--- src/source/axi_pkg.sv ---
package axi_pkg;

    // ========================================================================
    // bus widths
    // ========================================================================
    localparam int ADDR_WIDTH = 32;
    localparam int DATA_WIDTH = 64;
    localparam int ID_WIDTH   = 4;

    typedef logic [ADDR_WIDTH-1:0] addr_t;
    typedef logic [DATA_WIDTH-1:0] data_t;
    typedef logic [ID_WIDTH-1:0]   id_t;

    // ========================================================================
    // encodings
    // ========================================================================
    typedef enum logic [1:0] {
        RESP_OKAY   = 2'b00,
        RESP_EXOKAY = 2'b01,
        RESP_SLVERR = 2'b10,
        RESP_DECERR = 2'b11
    } resp_t;

    localparam logic [1:0] BURST_INCR = 2'b01;
    localparam logic [2:0] AXSIZE_8B  = 3'd3;   // 8 bytes per beat

    // ========================================================================
    // read channel payloads
    // ========================================================================
    typedef struct packed {
        addr_t      addr;
        id_t        id;
        logic [7:0] len;     // beats minus one
        logic [2:0] size;
        logic [1:0] burst;
    } ar_chan_t;

    typedef struct packed {
        data_t data;
        resp_t resp;
        id_t   id;
        logic  last;
    } r_chan_t;

endpackage

--- src/source/line_pkg.sv ---
package line_pkg;

    import axi_pkg::*;

    // bytes carried by one beat
    localparam int BEAT_BYTES = DATA_WIDTH / 8;

    // request stage to read bridge and assembler
    typedef struct packed {
        addr_t addr;    // line aligned
        id_t   id;      // tag stamped by the request stage
    } line_req_t;

    // read bridge to assembler for every accepted R beat
    typedef struct packed {
        data_t data;
        logic  err;     // bad response, id or last on this beat
        logic  last;
    } beat_t;

    // returned alongside the line data
    typedef struct packed {
        addr_t addr;
        logic  err;     // any beat of the line failed
    } line_info_t;

endpackage

--- src/source/axi_read_bridge.sv ---
module axi_read_bridge #(
    parameter int LINE_BEATS = 4
) (
    input  logic                clock,
    input  logic                reset,

    // from the request stage
    input  logic                lreq_valid_i,
    input  line_pkg::line_req_t lreq_i,

    // AXI read address channel
    output logic                ar_valid_o,
    input  logic                ar_ready_i,
    output axi_pkg::ar_chan_t   ar_o,

    // AXI read data channel
    input  logic                r_valid_i,
    output logic                r_ready_o,
    input  axi_pkg::r_chan_t    r_i,

    // to the line assembler
    output logic                beat_valid_o,
    output line_pkg::beat_t     beat_o
);

    import axi_pkg::*;
    import line_pkg::*;

    localparam int CNT_WIDTH = (LINE_BEATS > 1) ? $clog2(LINE_BEATS) : 1;
    localparam logic [CNT_WIDTH-1:0] LAST_IDX = CNT_WIDTH'(LINE_BEATS - 1);
    localparam logic [7:0] AR_LEN = 8'(LINE_BEATS - 1);

    typedef enum logic [1:0] {
        ST_IDLE,
        ST_ADDR,
        ST_DATA
    } state_t;

    state_t               state_q;
    line_req_t            req_q;
    logic [CNT_WIDTH-1:0] beat_cnt_q;

    logic r_fire;
    logic last_beat;
    logic resp_bad;
    logic id_bad;
    logic last_bad;

    // ========================================================================
    // channel outputs
    // ========================================================================
    assign ar_valid_o = (state_q == ST_ADDR);
    assign r_ready_o  = (state_q == ST_DATA);

    // held stable by req_q while the address phase waits
    assign ar_o = '{
        addr:  req_q.addr,
        id:    req_q.id,
        len:   AR_LEN,
        size:  AXSIZE_8B,
        burst: BURST_INCR
    };

    // ========================================================================
    // beat checks
    // ========================================================================
    assign r_fire    = r_valid_i && r_ready_o;
    assign last_beat = (beat_cnt_q == LAST_IDX);   // the count ends the burst
    assign resp_bad  = (r_i.resp == RESP_SLVERR) || (r_i.resp == RESP_DECERR);
    assign id_bad    = (r_i.id != req_q.id);
    assign last_bad  = (r_i.last != last_beat);    // early or late last

    // ========================================================================
    // control
    // ========================================================================
    always_ff @(posedge clock) begin
        if (reset) begin
            state_q      <= ST_IDLE;
            beat_cnt_q   <= '0;
            beat_valid_o <= 1'b0;
        end else begin
            beat_valid_o <= r_fire;
            case (state_q)
                ST_IDLE: begin
                    if (lreq_valid_i) state_q <= ST_ADDR;
                end
                ST_ADDR: begin
                    if (ar_ready_i) state_q <= ST_DATA;
                end
                ST_DATA: begin
                    if (r_fire) begin
                        if (last_beat) begin
                            state_q    <= ST_IDLE;
                            beat_cnt_q <= '0;
                        end else begin
                            beat_cnt_q <= beat_cnt_q + 1'b1;
                        end
                    end
                end
                default: state_q <= ST_IDLE;
            endcase
        end
    end

    // ========================================================================
    // payload
    // ========================================================================
    always_ff @(posedge clock) begin
        if (lreq_valid_i && state_q == ST_IDLE) begin
            req_q <= lreq_i;
        end
        if (r_fire) begin
            beat_o.data <= r_i.data;
            beat_o.err  <= resp_bad || id_bad || last_bad;
            beat_o.last <= last_beat;
        end
    end

endmodule

--- src/source/line_assembler.sv ---
module line_assembler #(
    parameter int LINE_BEATS = 4
) (
    input  logic                                clock,
    input  logic                                reset,

    input  logic                                lreq_valid_i,
    input  line_pkg::line_req_t                 lreq_i,

    input  logic                                beat_valid_i,
    input  line_pkg::beat_t                     beat_i,

    output logic                                ack_o,
    output line_pkg::line_info_t                line_info_o,
    output axi_pkg::data_t [LINE_BEATS-1:0]     line_data_o
);

    import axi_pkg::*;

    localparam int IDX_WIDTH = (LINE_BEATS > 1) ? $clog2(LINE_BEATS) : 1;

    addr_t                  addr_q;
    data_t [LINE_BEATS-1:0] buf_q;      // beats of the line in flight
    logic [IDX_WIDTH-1:0]   idx_q;
    logic                   err_q;
    logic                   line_done;

    assign line_done = beat_valid_i && beat_i.last;

    // ========================================================================
    // control
    // ========================================================================
    always_ff @(posedge clock) begin
        if (reset) begin
            ack_o <= 1'b0;
            idx_q <= '0;
            err_q <= 1'b0;
        end else begin
            ack_o <= line_done;
            if (lreq_valid_i) begin
                idx_q <= '0;
                err_q <= 1'b0;
            end else if (beat_valid_i) begin
                idx_q <= idx_q + 1'b1;
                err_q <= err_q | beat_i.err;
            end
        end
    end

    // ========================================================================
    // line buffer and outputs
    // ========================================================================

    // outputs load only on the last beat, so they hold until the next ack
    always_ff @(posedge clock) begin
        if (lreq_valid_i) begin
            addr_q <= lreq_i.addr;
        end
        if (beat_valid_i) begin
            buf_q[idx_q] <= beat_i.data;
        end
        if (line_done) begin
            line_info_o.addr <= addr_q;
            line_info_o.err  <= err_q | beat_i.err;
            for (int i = 0; i < LINE_BEATS; i++) begin
                if (IDX_WIDTH'(i) == idx_q) begin
                    line_data_o[i] <= beat_i.data;   // last beat bypasses buf_q
                end else begin
                    line_data_o[i] <= buf_q[i];
                end
            end
        end
    end

endmodule

--- src/source/line_fill_top.sv ---
module line_fill_top #(
    parameter int LINE_BEATS = 4
) (
    input  logic                                clock,
    input  logic                                reset,

    // requester side
    input  logic                                req_i,
    input  axi_pkg::addr_t                      addr_i,
    output logic                                ack_o,
    output line_pkg::line_info_t                line_info_o,
    output axi_pkg::data_t [LINE_BEATS-1:0]     line_data_o,

    // AXI read master
    output logic                                ar_valid_o,
    input  logic                                ar_ready_i,
    output axi_pkg::ar_chan_t                   ar_o,
    input  logic                                r_valid_i,
    output logic                                r_ready_o,
    input  axi_pkg::r_chan_t                    r_i
);

    import line_pkg::*;

    logic      lreq_valid;
    line_req_t lreq;
    logic      beat_valid;
    beat_t     beat;

    // ========================================================================
    // request -> read bridge -> assembler
    // ========================================================================
    line_request_stage #(
        .LINE_BEATS   (LINE_BEATS)
    ) i_line_request_stage (
        .clock        (clock),
        .reset        (reset),
        .req_i        (req_i),
        .addr_i       (addr_i),
        .ack_i        (ack_o),          // frees the stage for the next line
        .lreq_valid_o (lreq_valid),
        .lreq_o       (lreq)
    );

    axi_read_bridge #(
        .LINE_BEATS   (LINE_BEATS)
    ) i_axi_read_bridge (
        .clock        (clock),
        .reset        (reset),
        .lreq_valid_i (lreq_valid),
        .lreq_i       (lreq),
        .ar_valid_o   (ar_valid_o),
        .ar_ready_i   (ar_ready_i),
        .ar_o         (ar_o),
        .r_valid_i    (r_valid_i),
        .r_ready_o    (r_ready_o),
        .r_i          (r_i),
        .beat_valid_o (beat_valid),
        .beat_o       (beat)
    );

    line_assembler #(
        .LINE_BEATS   (LINE_BEATS)
    ) i_line_assembler (
        .clock        (clock),
        .reset        (reset),
        .lreq_valid_i (lreq_valid),
        .lreq_i       (lreq),
        .beat_valid_i (beat_valid),
        .beat_i       (beat),
        .ack_o        (ack_o),
        .line_info_o  (line_info_o),
        .line_data_o  (line_data_o)
    );

endmodule

--- src/source/line_request_stage.sv ---
module line_request_stage #(
    parameter int LINE_BEATS = 4
) (
    input  logic                clock,
    input  logic                reset,

    input  logic                req_i,
    input  axi_pkg::addr_t      addr_i,
    input  logic                ack_i,

    output logic                lreq_valid_o,
    output line_pkg::line_req_t lreq_o
);

    import axi_pkg::*;
    import line_pkg::*;

    localparam int LINE_BYTES = LINE_BEATS * BEAT_BYTES;

    logic  busy_q;      // a line is in flight
    id_t   tag_q;
    logic  accept;
    addr_t line_addr;

    // ========================================================================
    // accept and align
    // ========================================================================

    // a held req_i is not taken again until the ack has cleared busy
    assign accept    = req_i && !busy_q;
    assign line_addr = addr_i & ~addr_t'(LINE_BYTES - 1);

    always_ff @(posedge clock) begin
        if (reset) begin
            busy_q       <= 1'b0;
            lreq_valid_o <= 1'b0;
            tag_q        <= '0;
        end else begin
            lreq_valid_o <= 1'b0;
            if (ack_i) begin
                busy_q <= 1'b0;     // req_i ignored in the ack cycle
            end else if (accept) begin
                busy_q       <= 1'b1;
                lreq_valid_o <= 1'b1;
                tag_q        <= tag_q + 1'b1;   // wraps
            end
        end
    end

    // ========================================================================
    // request payload
    // ========================================================================
    always_ff @(posedge clock) begin
        if (accept && !ack_i) begin
            lreq_o.addr <= line_addr;
            lreq_o.id   <= tag_q;
        end
    end

endmodule

--- config.mk ---
export PLATFORM = sky130hd
export DESIGN_NAME = line_fill_top
export DESIGN_NICKNAME = d
export VERILOG_FILES = /design/src/source/axi_pkg.sv /design/src/source/line_pkg.sv /design/src/source/axi_read_bridge.sv /design/src/source/line_assembler.sv /design/src/source/line_fill_top.sv /design/src/source/line_request_stage.sv
export SDC_FILE = /design/constraint.sdc
export NUM_CORES = 1
export LEC_CHECK = 0
export ABC_AREA = 1
export BUFFER_PORTS_ARGS = -buffer_cell sky130_fd_sc_hd__buf_2
export CAP_MARGIN = 40
export CORE_MARGIN = 4
export CORE_UTILIZATION = 58
export CTS_BUF_LIST = sky130_fd_sc_hd__clkbuf_8
export DETAILED_ROUTE_END_ITERATION = 8
export GPL_ROUTABILITY_DRIVEN = 0
export PLACE_DENSITY_LB_ADDON = 0.12
export SYNTH_ARGS = -nofsm -noshare
export SYNTH_HDL_FRONTEND = slang
export SYNTH_SLANG_ARGS = --single-unit
--- constraint.sdc ---
create_clock -name clock -period 7.85 [get_ports clock]
set_clock_uncertainty 0.05 [all_clocks]
set_input_delay 1.1775 -clock clock [delete_from_list [all_inputs] [get_ports clock]]
set_output_delay 1.1775 -clock clock [all_outputs]
set_load 0.05 [all_outputs]
# After elaboration in Yosys (flattened, before gate mapping)

Index checks and enable logic that the tools add are counted.
Widths: inputs -> output; s select.

Bits in registers: 710
Output and inout port bits: 341
Logic and storage cells: 80
Input bits: 108

Order comparisons: 2
Mux-type cells: 14
Add/subtract/negate cells: 3
Equality and inequality tests: 14
Bitwise operators: 2
Reduce and logical (&&, ||, !) cells: 18

Operators by type and width:

| operator            | count |
|---|---|
| $mux 64             | 5 |
| $bwmux 256          | 1 |
| $demux 64 s2        | 1 |
| $mux 2              | 5 |
| $eq 2x2->1 const B  | 4 |
| $logic_and 1x1->1   | 6 |
| $ne 2x2->1 const B  | 3 |
| $pmux 2 s3          | 1 |
| $add 2x1->2 const B | 2 |
| $add 4x1->4 const B | 1 |
| $eq 2x2->1 const A  | 2 |
| $logic_not 2->1     | 2 |
| $ne 4x4->1          | 1 |
| $reduce_and 2->1    | 2 |
| $reduce_and 4->1    | 1 |
| $reduce_or 2->1     | 2 |
| $logic_or 1x1->1    | 3 |
| $lt 2x3->1 const B  | 1 |
| $eq 1x2->1 const A  | 1 |
| $eq 2x1->1 const B  | 1 |
| $ge 2x1->1 const B  | 1 |
| $logic_not 1->1     | 2 |
| $ne 2x1->1 const B  | 1 |
| $mux 1              | 1 |
| other kinds (3)     | 3 |

# Depth between registers and ports, before layout

Word-level depth: 5
Gate-level depth with buffers: 6
Mapped depth without buffers: 6

# Hierarchy

A second synthesis with hierarchy kept.

Cell total of the unflattened synthesis: 1689
Area total of the unflattened synthesis: 25807.3 um2

Modules (own cells, without submodules):

| module             | area each (um2) | instances | cells each | seq. area each (um2) |
|---|---|---|---|---|
| line_assembler     | 21066.5         | 1         | 1438       | 17406.7 |
| axi_read_bridge    | 3518.4          | 1         | 181        | 3163.0 |
| line_request_stage | 1222.4          | 1         | 70         | 1051.0 |

# Worst setup path before layout

Ideal clock, no wire load.

Path type: register -> register
Start: register i_axi_read_bridge.beat_valid_o
End: register i_line_assembler.line_data_o[0] (netlist bit) (enable)
Clock period less this slack: 6.689 ns
Slack: 1.161 ns
Data required time: 7.165 ns
Arrival: 6.003 ns
Stages on the path, launching flop included: 4
Setup time: 0.635 ns
Path buffers: 1
Cells stage by stage: dfxtp_1 -> buf_2 -> nand2_1 -> inv_1

Longest elaborated chain between the ends: 1

Ends and longest elaborated chain:

| what                           | line                  | RTL |
|---|---|---|
| start: declaration             | axi_read_bridge.sv:22 | `output logic beat_valid_o,` |
| start signal: assignment       | axi_read_bridge.sv:82 | `beat_valid_o <= r_fire;` |
| $logic_and 1x1->1              | line_assembler.sv:28  | `assign line_done = beat_valid_i && beat_i.last;` |
| net i_line_assembler.line_done | line_assembler.sv:26  | `logic line_done;` |
| end signal: indexed assignment | line_assembler.sv:67  | `line_data_o[i] <= beat_i.data;` |
| end signal: indexed assignment | line_assembler.sv:69  | `line_data_o[i] <= buf_q[i];` |
| end: declaration               | line_assembler.sv:15  | `output axi_pkg::data_t [LINE_BEATS-1:0] line_data_o` |

The timed path passes the listed nets, and every way through them passes these cells.
A chain may end at the register's enable or synchronous reset.

==> impl_metrics.ini <==
[outcome]
run_status = completed

[sta]
tightest_slew_ns = 0.934
relSlewSlack_pct = 37.7
hold_viol_final = 0
max_freq_ghz = 0.350
slew_viol_final = 0
finalSetupViolCount = 0
rsz0062_at_grt = false
finalCritPeriodShare_pct = 36.4
finalCriticalPeriod_ns = 2.86
setup_tns_ns = 0

[min_path]
hold_path.class = flip-flop to flip-flop

[routing]
wire_per_inst_um = 22.4
drt_pre_antenna_iters = 4
ant_nets = 0
drtIter0Drc = 735
routed_via_density = 5.14
routed-via-count = 11857
drt-total-wl_um = 51600
route.detailed.drc = 0

[pwr]
power_leakage_nw = 11.3
total_power_mw = 7.09
power_density_nw_per_um2 = 233
irDropWorstVdd_mv = 0.186

[worst_setup_path]
startpoint = i_line_assembler.idx_q[0]
worstSetupEndpoint = i_line_assembler.buf_q[213]
critPathBufInv = 2
path_cells = ha_4 > nand2_1 > clkinv_2 > buf_4
rrSetupSlack_ns = 4.99
crit_cells = 4
worst_r2r_endpoint = i_line_assembler.buf_q[213]
r2r_start = i_line_assembler.idx_q[0]
crit_path_max_fanout = 41
setup.worst_path.end_class = flip-flop
r2r_cells = 4
cp_top_family = buffers and inverters
critPathMaxStageDelay_ns = 0.67
required_ns = 8.10
start_kind = flip-flop
crit_arrival_ns = 3.11
crit_slowest_cell = buf_4
crit_type = flip-flop to flip-flop

[clocking]
root_buffer = clkbuf_8
clock_latency_ns = 0.68
post_cts_resized = 0
cts_buffers = 106
cts_setup_buffers = 0
cts_tree = built
path_clk_slew_ns = 0.06
clock_path_buffers = 3
clock-sinks = 710
htreeDepth = 3
hold_buffers = 0

[placement]
port_buffers = 419
dp_hpwl_um = 31000
dp_cells = 2104

[synthesis]
synth_largest_area_cell = edfxtp_1
yosysTopAreaCellShare_pct = 81.1
synth-seq-cells = 710
syn_avg_cell_area_um2 = 23.1
yosysSeqAreaShare_pct = 82.3
syn_inst = 1115
synthTopCellsByArea = edfxtp_1, mux2_4, mux2_2, dfxtp_1, buf_6
yosys_warnings = 0
syn_area_um2 = 25700
synth.distinct_cells = 25

[floorplan]
num_rows = 76
dieWidth_um = 219
start_util_pct = 59.2
die_h_um = 219
core_area_um2 = 43500
ioPinCount = 449
die_area_um2 = 47800

[global_route]
grt_max_degree = 169
antenna_found_initial = 7
track_usage_pct = 21.1
grt_pass1_vias = 11933
grt_overflow = 0
grt_first_pass_wirelength_um = 74200

[job]
maxCapViolations = 0

[cells_and_area]
nFillCells = 2729
final_common_cell = edfxtp_1
instances_no_fill = 2305
layout_common_cells = edfxtp_1, buf_2, mux2_4
drive_above_1_share_pct = 49.2
nNetsFinal = 1741
areaGrowthSynthToFinish_pct = 18.2
[layer usage]
metal  share of wire, %  track usage, %  up-vias
met5              0.056               0        -
met4                3.4            9.52        4
met3                7.9            6.74       88
met2                 49            33.9      439
met1                 40            26.7     5967
li1                   -               -     5359
[state kept, by name, indices dropped and copies added (netlist names)]
name / count
i_line_assembler.ack_o: 1
i_line_request_stage.tag_q: 4
i_line_request_stage.lreq_o: 31
i_axi_read_bridge.beat_cnt_q: 2
i_line_assembler.idx_q: 2
i_line_assembler.addr_q: 27
i_axi_read_bridge.ar_o: 31
i_line_assembler.buf_q: 256
i_line_assembler.err_q: 1
i_line_assembler.line_info_o: 28
i_axi_read_bridge.beat_o: 66
i_line_request_stage.busy_q: 1
i_axi_read_bridge.beat_valid_o: 1
i_line_request_stage.lreq_valid_o: 1
i_line_assembler.line_data_o: 256
i_axi_read_bridge.state_q: 2
[per-stage QoR]
step | setup slack, ns | util [%] | instance area, um^2 | hold WS (ns)
after detailed placement | 4.77 | 65.4 | 28400 | 0.355
after CTS | 4.92 | 70.0 | 30400 | 0.368
after floorplan | 1.16 | - | 25800 | 0.350
final | 4.99 | 70.0 | 30400 | 0.364
after global routing | 4.82 | 70.0 | 30400 | 0.366
after global placement | 4.79 | 65.2 | 28300 | 0.350
[power breakdown]
group	switching [mW]	total [mW]	internal, mW	leakage, nW
combinational	0.0970	0.141	0.0444	3.79
sequential	0.0169	4.17	4.16	6.41
clock	1.37	2.77	1.40	1.14
total	1.49	7.09	5.60	11.3
[worst min path at each step]
stage | from | end | slack [ns] | depth (start not counted)
3_5_place_dp | i_line_assembler.addr_q[29] | i_line_assembler.line_info_o[30] | 0.35 | 0
2_1_floorplan | i_line_request_stage.lreq_o[0] | i_axi_read_bridge.ar_o[13] | 0.35 | 0
5_1_grt | i_line_assembler.addr_q[15] | i_line_assembler.line_info_o[16] | 0.37 | 0
4_1_cts | i_line_assembler.addr_q[6] | i_line_assembler.line_info_o[7] | 0.37 | 0
6_report | i_line_assembler.addr_q[21] | i_line_assembler.line_info_o[22] | 0.36 | 0
3_3_place_gp | i_line_assembler.addr_q[8] | i_line_assembler.line_info_o[9] | 0.35 | 0
[area by class of cell]
cell class / count / area [um^2] / share of cell area, %
diodes: 5 / 12.5 / 0.0411
clock buffers: 112 / 1540 / 5.07
clock inverters: 84 / 433 / 1.42
inverters: 21 / 92.6 / 0.304
multi-input cells: 352 / 4140 / 13.6
flip-flops and latches: 710 / 21200 / 69.6
well taps: 585 / 732 / 2.41
repair buffers: 436 / 2300 / 7.57
[cell usage after synthesis (all sizes together)]
| master | number |
|---|---|
| inv | 21 |
| nand3 | 3 |
| nand2 | 28 |
| a21oi | 10 |
| mux2 | 256 |
| nor3 | 2 |
| ha | 6 |
| or2 | 2 |
| nand3b | 1 |
| clkbuf | 1 |
| xor2 | 2 |
| dfxtp | 15 |
| edfxtp | 695 |
| buf | 52 |
| nor2 | 15 |
| conb | 2 |
| o21ai | 2 |
| nand4 | 1 |
| a211oi | 1 |
[cells by family (layout without fill, tap and decap cells)]
kind of cell / Yosys count / after routing / synth area share [%]
flip-flops: 710 / 710 / 82.3
AO/OA/AOI/OAI: 13 / 13 / 0.263
buffers and inverters: 74 / 653 / 2.14
multiplexers: 256 / 256 / 14.1
other: 2 / 28 / 0.0292
adder cells (fa/ha/maj): 6 / 6 / 0.292
AND/OR/NAND/NOR: 52 / 52 / 0.866
XOR/XNOR: 2 / 2 / 0.0681
Power figures use the tool's default switching activity.
